<file path="config.mk">
export PLATFORM = sky130hd
export DESIGN_NAME = dsp_backend_top
export DESIGN_NICKNAME = d
export VERILOG_FILES = /design/src/design/dsp_pkg.sv /design/src/design/bit_slicer.sv /design/src/design/code_history.sv /design/src/design/dsp_backend_top.sv /design/src/design/dsp_cfg_regs.sv /design/src/design/lane_ffe.sv /design/src/design/mlsd_checker.sv
export VERILOG_INCLUDE_DIRS = /design/src /design/src/design
export SDC_FILE = /design/constraint.sdc
export NUM_CORES = 2
export LEC_CHECK = 0
export ABC_AREA = 1
export BUFFER_PORTS_ARGS = -buffer_cell sky130_fd_sc_hd__buf_2
export CAP_MARGIN = 20
export CELL_PAD_IN_SITES_DETAIL_PLACEMENT = 0
export CELL_PAD_IN_SITES_GLOBAL_PLACEMENT = 1
export CORE_ASPECT_RATIO = 0.6
export CORE_UTILIZATION = 40
export CTS_CLUSTER_DIAMETER = 30
export DETAILED_ROUTE_END_ITERATION = 16
export PLACE_DENSITY_LB_ADDON = 0.1
export SLEW_MARGIN = 0
export SYNTH_ARGS = -nofsm -noshare
export SYNTH_HDL_FRONTEND = slang
export SYNTH_SLANG_ARGS = --single-unit
</file>
<file path="constraint.sdc">
create_clock -name clk -period 40.8 [get_ports clk]
set_clock_uncertainty 0.05 [all_clocks]
set_input_delay 6.12 -clock clk [delete_from_list [all_inputs] [get_ports clk]]
set_output_delay 6.12 -clock clk [all_outputs]
set_load 0.01 [all_outputs]
</file>
<file path="src/design/dsp_defines.svh">
`ifndef DSP_DEFINES_SVH
`define DSP_DEFINES_SVH

// parallel lanes carried by one incoming word.
`define DSP_LANES     4

// tap 0 is the current sample, taps 1 and 2 reach back in time across lanes.
`define DSP_FFE_TAPS  3

// channel estimate holds the cursor and one post-cursor.
`define DSP_EST_TAPS  2

`define DSP_CODE_W    8
`define DSP_COEF_W    10
`define DSP_EST_W     10
`define DSP_THR_W     8
`define DSP_SHIFT_W   3

`endif

</file>
<file path="src/design/dsp_pkg.sv">
package dsp_pkg;

`include "dsp_defines.svh"

	typedef enum logic [1:0] {
		CFG_FFE_WEIGHT = 2'd0,
		CFG_CHAN_EST   = 2'd1,
		CFG_LANE       = 2'd2
	} cfg_kind_e;

	// coefficient view, used by FFE weight and channel estimate writes.
	typedef struct packed {
		logic [1:0]                    lane;
		logic [1:0]                    tap;
		logic signed [`DSP_COEF_W-1:0] coef;
		logic [1:0]                    pad;
	} cfg_coef_s;

	// per-lane view, used by shift and threshold writes.
	typedef struct packed {
		logic [1:0]                   lane;
		logic [`DSP_SHIFT_W-1:0]      ffe_shift;
		logic [`DSP_SHIFT_W-1:0]      mlsd_shift;
		logic signed [`DSP_THR_W-1:0] thr;
	} cfg_lane_s;

	typedef union packed {
		cfg_coef_s coef;
		cfg_lane_s lane;
	} cfg_word_u;

	// lane 0 sits in the low bits and is the earliest sample in time.
	typedef struct packed {
		logic [`DSP_LANES-1:0][`DSP_CODE_W-1:0] code;
	} code_word_s;

	// smp[0] and smp[1] are the last two samples of the previous word.
	typedef struct packed {
		logic [`DSP_LANES+`DSP_FFE_TAPS-2:0][`DSP_CODE_W-1:0] smp;
	} win_word_s;

	typedef struct packed {
		logic [`DSP_LANES-1:0][`DSP_EST_W-1:0] est;
	} est_word_s;

	typedef struct packed {
		logic [`DSP_LANES-1:0] b;
	} bit_word_s;

	typedef struct packed {
		logic [`DSP_LANES-1:0][`DSP_FFE_TAPS-1:0][`DSP_COEF_W-1:0] weight;
		logic [`DSP_LANES-1:0][`DSP_SHIFT_W-1:0]                  shift;
	} ffe_cfg_s;

	typedef struct packed {
		logic [`DSP_LANES-1:0][`DSP_EST_TAPS-1:0][`DSP_COEF_W-1:0] est;
		logic [`DSP_LANES-1:0][`DSP_THR_W-1:0]                    thr;
		logic [`DSP_LANES-1:0][`DSP_SHIFT_W-1:0]                  shift;
	} mlsd_cfg_s;

endpackage

</file>
<file path="src/design/bit_slicer.sv">
`timescale 1ns/1ns

`include "dsp_defines.svh"

module bit_slicer import dsp_pkg::*; (
	input  logic      clk,
	input  logic      rst_n_i,
	input  logic      est_vld_i,
	input  est_word_s est_i,
	input  mlsd_cfg_s mlsd_cfg_i,
	output logic      bit_vld_o,
	output bit_word_s bits_o
);

	bit_word_s bits_d;

	always_comb begin
		for (int k = 0; k < `DSP_LANES; k++) begin
			bits_d.b[k] = $signed(est_i.est[k]) >= $signed(mlsd_cfg_i.thr[k]);
		end
	end

	always_ff @(posedge clk or negedge rst_n_i) begin
		if (!rst_n_i) begin
			bit_vld_o <= 1'b0;
		end else begin
			bit_vld_o <= est_vld_i;
		end
	end

	always_ff @(posedge clk) begin
		if (est_vld_i) begin
			bits_o <= bits_d;
		end
	end

endmodule

</file>
<file path="src/design/code_history.sv">
`timescale 1ns/1ns

`include "dsp_defines.svh"

module code_history import dsp_pkg::*; (
	input  logic       clk,
	input  logic       rst_n_i,
	input  logic       code_vld_i,
	input  code_word_s code_i,
	output logic       win_vld_o,
	output win_word_s  win_o,
	output code_word_s code_q_o
);

	localparam int PAST = `DSP_FFE_TAPS - 1;

	code_word_s                       code_q;
	logic [PAST-1:0][`DSP_CODE_W-1:0] past_q;
	logic                             vld_q;

	// the history starts from zero so samples before reset count as zero.
	always_ff @(posedge clk or negedge rst_n_i) begin
		if (!rst_n_i) begin
			code_q <= '0;
			past_q <= '0;
			vld_q  <= 1'b0;
		end else begin
			vld_q <= code_vld_i;
			if (code_vld_i) begin
				code_q <= code_i;
				past_q <= code_q.code[`DSP_LANES-1 -: PAST];
			end
		end
	end

	assign win_vld_o = vld_q;
	assign win_o     = {code_q.code, past_q};
	assign code_q_o  = code_q;

endmodule

</file>
<file path="src/design/dsp_backend_top.sv">
`timescale 1ns/1ns

`include "dsp_defines.svh"

module dsp_backend_top import dsp_pkg::*; (
	input  logic       clk,
	input  logic       rst_n_i,
	input  logic       cfg_we_i,
	input  cfg_kind_e  cfg_kind_i,
	input  cfg_word_u  cfg_word_i,
	input  logic       code_vld_i,
	input  code_word_s code_i,
	output logic       est_vld_o,
	output est_word_s  est_o,
	output logic       chk_vld_o,
	output bit_word_s  chk_o
);

	ffe_cfg_s   ffe_cfg;
	mlsd_cfg_s  mlsd_cfg;
	logic       win_vld;
	win_word_s  win;
	code_word_s code_q;
	logic       bit_vld;
	bit_word_s  bits;

	dsp_cfg_regs dsp_cfg_regs_i (
		.clk        (clk),
		.rst_n_i    (rst_n_i),
		.cfg_we_i   (cfg_we_i),
		.cfg_kind_i (cfg_kind_i),
		.cfg_word_i (cfg_word_i),
		.ffe_cfg_o  (ffe_cfg),
		.mlsd_cfg_o (mlsd_cfg)
	);

	code_history code_history_i (
		.clk        (clk),
		.rst_n_i    (rst_n_i),
		.code_vld_i (code_vld_i),
		.code_i     (code_i),
		.win_vld_o  (win_vld),
		.win_o      (win),
		.code_q_o   (code_q)
	);

	lane_ffe lane_ffe_i (
		.clk        (clk),
		.rst_n_i    (rst_n_i),
		.win_vld_i  (win_vld),
		.win_i      (win),
		.ffe_cfg_i  (ffe_cfg),
		.est_vld_o  (est_vld_o),
		.est_o      (est_o)
	);

	bit_slicer bit_slicer_i (
		.clk        (clk),
		.rst_n_i    (rst_n_i),
		.est_vld_i  (est_vld_o),
		.est_i      (est_o),
		.mlsd_cfg_i (mlsd_cfg),
		.bit_vld_o  (bit_vld),
		.bits_o     (bits)
	);

	mlsd_checker mlsd_checker_i (
		.clk        (clk),
		.rst_n_i    (rst_n_i),
		.bit_vld_i  (bit_vld),
		.bits_i     (bits),
		.code_q_i   (code_q),
		.mlsd_cfg_i (mlsd_cfg),
		.chk_vld_o  (chk_vld_o),
		.chk_o      (chk_o)
	);

endmodule

</file>
<file path="src/design/dsp_cfg_regs.sv">
`timescale 1ns/1ns

`include "dsp_defines.svh"

module dsp_cfg_regs import dsp_pkg::*; (
	input  logic      clk,
	input  logic      rst_n_i,
	input  logic      cfg_we_i,
	input  cfg_kind_e cfg_kind_i,
	input  cfg_word_u cfg_word_i,
	output ffe_cfg_s  ffe_cfg_o,
	output mlsd_cfg_s mlsd_cfg_o
);

	ffe_cfg_s  ffe_q;
	mlsd_cfg_s mlsd_q;
	cfg_coef_s wr_coef;
	cfg_lane_s wr_lane;

	// the same write word is read through one of two views, picked by the kind.
	assign wr_coef = cfg_word_i.coef;
	assign wr_lane = cfg_word_i.lane;

	always_ff @(posedge clk or negedge rst_n_i) begin
		if (!rst_n_i) begin
			ffe_q  <= '0;
			mlsd_q <= '0;
		end else if (cfg_we_i) begin
			case (cfg_kind_i)
				CFG_FFE_WEIGHT: begin
					if (wr_coef.tap < `DSP_FFE_TAPS) begin
						ffe_q.weight[wr_coef.lane][wr_coef.tap] <= wr_coef.coef;
					end
				end
				CFG_CHAN_EST: begin
					if (wr_coef.tap < `DSP_EST_TAPS) begin
						mlsd_q.est[wr_coef.lane][wr_coef.tap[0]] <= wr_coef.coef;
					end
				end
				CFG_LANE: begin
					ffe_q.shift[wr_lane.lane]  <= wr_lane.ffe_shift;
					mlsd_q.shift[wr_lane.lane] <= wr_lane.mlsd_shift;
					mlsd_q.thr[wr_lane.lane]   <= wr_lane.thr;
				end
				default: begin
					ffe_q <= ffe_q;
				end
			endcase
		end
	end

	assign ffe_cfg_o  = ffe_q;
	assign mlsd_cfg_o = mlsd_q;

	// a write with an undefined kind would be dropped silently.
	a_cfg_kind_legal: assert property (
		@(posedge clk) disable iff (!rst_n_i)
		cfg_we_i |-> (cfg_kind_i inside {CFG_FFE_WEIGHT, CFG_CHAN_EST, CFG_LANE})
	);

	// the channel estimate has a cursor and a single post-cursor only.
	a_chan_est_tap: assert property (
		@(posedge clk) disable iff (!rst_n_i)
		(cfg_we_i && cfg_kind_i == CFG_CHAN_EST) |-> (wr_coef.tap < `DSP_EST_TAPS)
	);

endmodule

</file>
<file path="src/design/lane_ffe.sv">
`timescale 1ns/1ns

`include "dsp_defines.svh"

module lane_ffe import dsp_pkg::*; (
	input  logic      clk,
	input  logic      rst_n_i,
	input  logic      win_vld_i,
	input  win_word_s win_i,
	input  ffe_cfg_s  ffe_cfg_i,
	output logic      est_vld_o,
	output est_word_s est_o
);

	localparam int PAST   = `DSP_FFE_TAPS - 1;
	localparam int PROD_W = `DSP_COEF_W + `DSP_CODE_W;
	localparam int ACC_W  = PROD_W + $clog2(`DSP_FFE_TAPS);

	localparam logic signed [ACC_W-1:0] EST_MAX = (1 << (`DSP_EST_W - 1)) - 1;
	localparam logic signed [ACC_W-1:0] EST_MIN = -EST_MAX - 1;

	est_word_s est_d;

	always_comb begin
		logic signed [ACC_W-1:0] acc;
		logic signed [ACC_W-1:0] shifted;
		est_d = '0;
		for (int k = 0; k < `DSP_LANES; k++) begin
			acc = '0;
			// tap t of lane k looks t samples back, which may land in the previous word.
			for (int t = 0; t < `DSP_FFE_TAPS; t++) begin
				acc = acc + $signed(ffe_cfg_i.weight[k][t]) * $signed(win_i.smp[k + PAST - t]);
			end
			shifted = acc >>> ffe_cfg_i.shift[k];
			if (shifted > EST_MAX) begin
				est_d.est[k] = EST_MAX[`DSP_EST_W-1:0];
			end else if (shifted < EST_MIN) begin
				est_d.est[k] = EST_MIN[`DSP_EST_W-1:0];
			end else begin
				est_d.est[k] = shifted[`DSP_EST_W-1:0];
			end
		end
	end

	always_ff @(posedge clk or negedge rst_n_i) begin
		if (!rst_n_i) begin
			est_vld_o <= 1'b0;
		end else begin
			est_vld_o <= win_vld_i;
		end
	end

	always_ff @(posedge clk) begin
		if (win_vld_i) begin
			est_o <= est_d;
		end
	end

endmodule

</file>
<file path="src/design/mlsd_checker.sv">
`timescale 1ns/1ns

`include "dsp_defines.svh"

module mlsd_checker import dsp_pkg::*; (
	input  logic       clk,
	input  logic       rst_n_i,
	input  logic       bit_vld_i,
	input  bit_word_s  bits_i,
	input  code_word_s code_q_i,
	input  mlsd_cfg_s  mlsd_cfg_i,
	output logic       chk_vld_o,
	output bit_word_s  chk_o
);

	localparam int EXP_W  = `DSP_COEF_W + 2;
	localparam int DIST_W = EXP_W + 1;

	code_word_s code_d1;
	code_word_s code_d2;
	bit_word_s  chk_d;
	logic       last_q;
	logic       first_q;

	// raw codes run two stages behind code_history so they meet the slicer bits.
	always_ff @(posedge clk) begin
		code_d1 <= code_q_i;
		code_d2 <= code_d1;
	end

	always_comb begin
		logic                     prev;
		logic signed [EXP_W-1:0]  cur;
		logic signed [EXP_W-1:0]  post;
		logic signed [EXP_W-1:0]  exp_one;
		logic signed [EXP_W-1:0]  exp_zero;
		logic signed [DIST_W-1:0] dist_one;
		logic signed [DIST_W-1:0] dist_zero;
		prev  = last_q;
		chk_d = '0;
		for (int k = 0; k < `DSP_LANES; k++) begin
			cur  = $signed(mlsd_cfg_i.est[k][0]);
			post = $signed(mlsd_cfg_i.est[k][1]);
			if (!prev) begin
				post = -post;
			end
			exp_one  = (cur + post) >>> mlsd_cfg_i.shift[k];
			exp_zero = (post - cur) >>> mlsd_cfg_i.shift[k];
			dist_one  = $signed(code_d2.code[k]) - exp_one;
			dist_zero = $signed(code_d2.code[k]) - exp_zero;
			if (dist_one < 0) begin
				dist_one = -dist_one;
			end
			if (dist_zero < 0) begin
				dist_zero = -dist_zero;
			end
			// a tie goes to 1.
			chk_d.b[k] = dist_one <= dist_zero;
			// no decision exists before the first word, so lane 0 trusts the slicer.
			if (k == 0 && first_q) begin
				chk_d.b[k] = bits_i.b[k];
			end
			prev = chk_d.b[k];
		end
	end

	always_ff @(posedge clk or negedge rst_n_i) begin
		if (!rst_n_i) begin
			chk_vld_o <= 1'b0;
			last_q    <= 1'b0;
			first_q   <= 1'b1;
		end else begin
			chk_vld_o <= bit_vld_i;
			if (bit_vld_i) begin
				last_q  <= chk_d.b[`DSP_LANES-1];
				first_q <= 1'b0;
			end
		end
	end

	always_ff @(posedge clk) begin
		if (bit_vld_i) begin
			chk_o <= chk_d;
		end
	end

endmodule

</file>
==> results.cfg <==
[timing]
rsz0062_at_grt = no
worst-slew-pin-transition_ps = 1073
maxSlewViolCount = 0
holdWs_ps = 273.3
fin_tns_setup_ps = 0
period_needed_ps = 25550
slew_headroom = 0.2818
period_share = 0.6263
worst_slack_ps = 15250
max_freq_ghz = 0.03913
finalSetupViolations = 0
hold_violations = 0

[yosys]
seq_area_frac_synth = 0.1311
synthAdderAreaFrac = 0.3619
synth_top_cell_by_area = fa_1
syn_inst = 10480
synth_warnings = 0
synth_edf_count = 45
synthTopCellsByArea = fa_1, inv_1, nand2_1
ys_types = 65
synth_compound_area_frac = 0.08172
synth.avg_cell_area_um2 = 7.125
synth_top_family_by_area = adder cells
synthSimpleGateAreaFrac = 0.2064
synth_seq_cells = 395
synth-main-ff-cell = dfrtp_1
syn_nets = 12160
muxShareOfSynthArea = 0.005346
syn-cell-area_um2 = 74660
netlist.area_leader.share = 0.2403
async_reset_ff_frac = 0.7241
synth_xor_area_frac = 0.05946

[cts]
cts_sinks = 395
clock_path_buffers = 3
postCtsSetupRepairBufs = 0
cts_tree = built
cts_resized = 0
cts_buffers = 95
cts_htree_levels = 3
worst_skew_pair.late_latency_ps = 710
ctsHoldBuffers = 0
root_buffer = clkbuf_16
clkTransAtPathRegs_ps = 50

[worst_setup_path]
critPathMostFrequentCell = nand2_1
cp.arrival_ps = 26050
worst-setup-path-type = reg -> reg
path_buf_inv = 20
path_depth = 148
rr_worst_depth = 148
cpMaxStageDelayCell = dfrtp_1
rr_endpoint = mlsd_checker_i.last_q
cpPeakStageDelay_ps = 570
timing.rr.start = mlsd_checker_i.last_q
crit_family = compound AO/OA/AOI/OAI gates
critPathLaunchType = flop
reg2reg_slack_ps = 15250
endpoint_kind = flop
required_ps = 41300
critPathMaxFanout = 11

[floorplanning]
die_y_um = 336.6
io_pins = 100
dieArea_um2 = 188400
core_area_um2 = 184900
core.rowCount = 122
die-width_um = 559.7
start_util = 0.4039

[global_route]
first_global_vias = 60040
grt_max_degree = 68
grt_overflow_total = 0
grt_usage = 0.2396
grt_pass1_wl_mm = 350.8
grt_antenna_before_repair = 28

[detailed_routing]
final_antenna_net_count = 0
first_pass_iters = 13
viasPerCell = 4.792
first_iter_violations = 4884
wirelength_mm = 222.3
vias = 61780
drc = 8
wl_per_cell_um = 17.24

[finish]
finalNonFillerCells = 12890
area_growth_pct = 7.900
fillers = 19250
nNetsFinal = 12000
mostFrequentLayoutCell = inv_1
drive_above_1_share = 0.04930
final_cell_mix = inv_1, nand2_1, fa_1, ha_1, o21ai_0

[placed_design]
place.gp.congestion = 0.8759
pre_cts_ws_ps = 15700
place_hpwl_mm = 182.2
dpl.cell_count = 12710
io_buffers = 99

[outcome]
status = complete, but fails checks
violations = DRC

[min_path]
hold_start = mlsd_checker_i.code_d1[0]
hold_end = mlsd_checker_i.code_d2[0]
hp-class = reg -> reg
hold_depth = 0

[run]
cap_violations = 0
## cells by family (layout without fill, tap and decap cells)
kind of cell / count (synthesis) / after routing
xor+xnor: 506 / 506
mux: 38 / 38
simple gates: 3741 / 3741
compound gates: 1128 / 1128
buf+inv: 3049 / 2976
flops: 395 / 395
other cells: 0 / 6
fa+ha+maj: 1622 / 1622
## cells in the mapped netlist (all sizes together) (6+ instances only)
cell / count
inv: 2637
nand2: 2634
fa: 896
ha: 726
o21ai: 579
nand3: 504
nor2: 414
a21oi: 386
clkbuf: 345
xor2: 332
dfrtp: 285
xnor2: 174
dfxtp: 64
nor3: 62
or2: 60
buf: 58
edfxtp: 45
a31oi: 36
nand4: 34
a21o: 27
mux2i: 23
o211ai: 23
mux2: 15
o21bai: 15
nor4: 10
o22ai: 10
clkinv: 9
and2: 8
a22oi: 7
o2111ai: 7
a211oi: 6
a21boi: 6
nand3b: 6
o221ai: 6
o31ai: 6
## flip-flops by register name (all words and copies together), names as in the netlist, 4 cells and up
signal and cells:
dsp_cfg_regs_i.ffe_cfg_o 132, dsp_cfg_regs_i.mlsd_cfg_o 100, lane_ffe_i.est_o 40, code_history_i.code_q_o 32, mlsd_checker_i.code_d1 32, mlsd_checker_i.code_d2 32
code_history_i.win_o 16, mlsd_checker_i.chk_o 4
## worst max path at each step
stage               slack, ps                     startpoint                      end
floorplan               20830  dsp_cfg_regs_i.mlsd_cfg_o[54]  mlsd_checker_i.chk_o[3]
global placement        16010          mlsd_checker_i.last_q    mlsd_checker_i.last_q
detailed placement      15700          mlsd_checker_i.last_q    mlsd_checker_i.last_q
CTS                     15590          mlsd_checker_i.last_q  mlsd_checker_i.chk_o[3]
global route            12680          mlsd_checker_i.last_q    mlsd_checker_i.last_q
finish                  15250          mlsd_checker_i.last_q    mlsd_checker_i.last_q
## stage by stage
step | instance area [um^2] | utilization
after detailed placement | 77110 | 0.4171
after global placement | 77100 | 0.4171
final | 80560 | 0.4358
after CTS | 80520 | 0.4356
after floorplan | 74660 | -
after global routing | 80540 | 0.4357
## layer usage
| layer | share of wire | global-route usage | routed length, um |
|---|---|---|---|
| met5 | 0.00039 | 0 | 87 |
| met3 | 0.067 | 0.04185 | 14960 |
| met2 | 0.37 | 0.3215 | 83290 |
| met4 | 0.015 | 0.04179 | 3289 |
| met1 | 0.54 | 0.3915 | 120700 |
## layout make-up
cell class,count,area [um^2],share of cell area
multi-input combinational,7035,53390,0.6627
tap,2480,3103,0.03852
timing repair buffer,152,919.6,0.01142
antenna,6,15.01,0.0001864
inverter,2646,9932,0.1233
sequential,395,9792,0.1216
clock inverter,70,882.1,0.01095
clock buffer,108,2529,0.03139
Power is not shown: default switching activity piles up to over one toggle a cycle in this logic, so the estimate is an artifact.
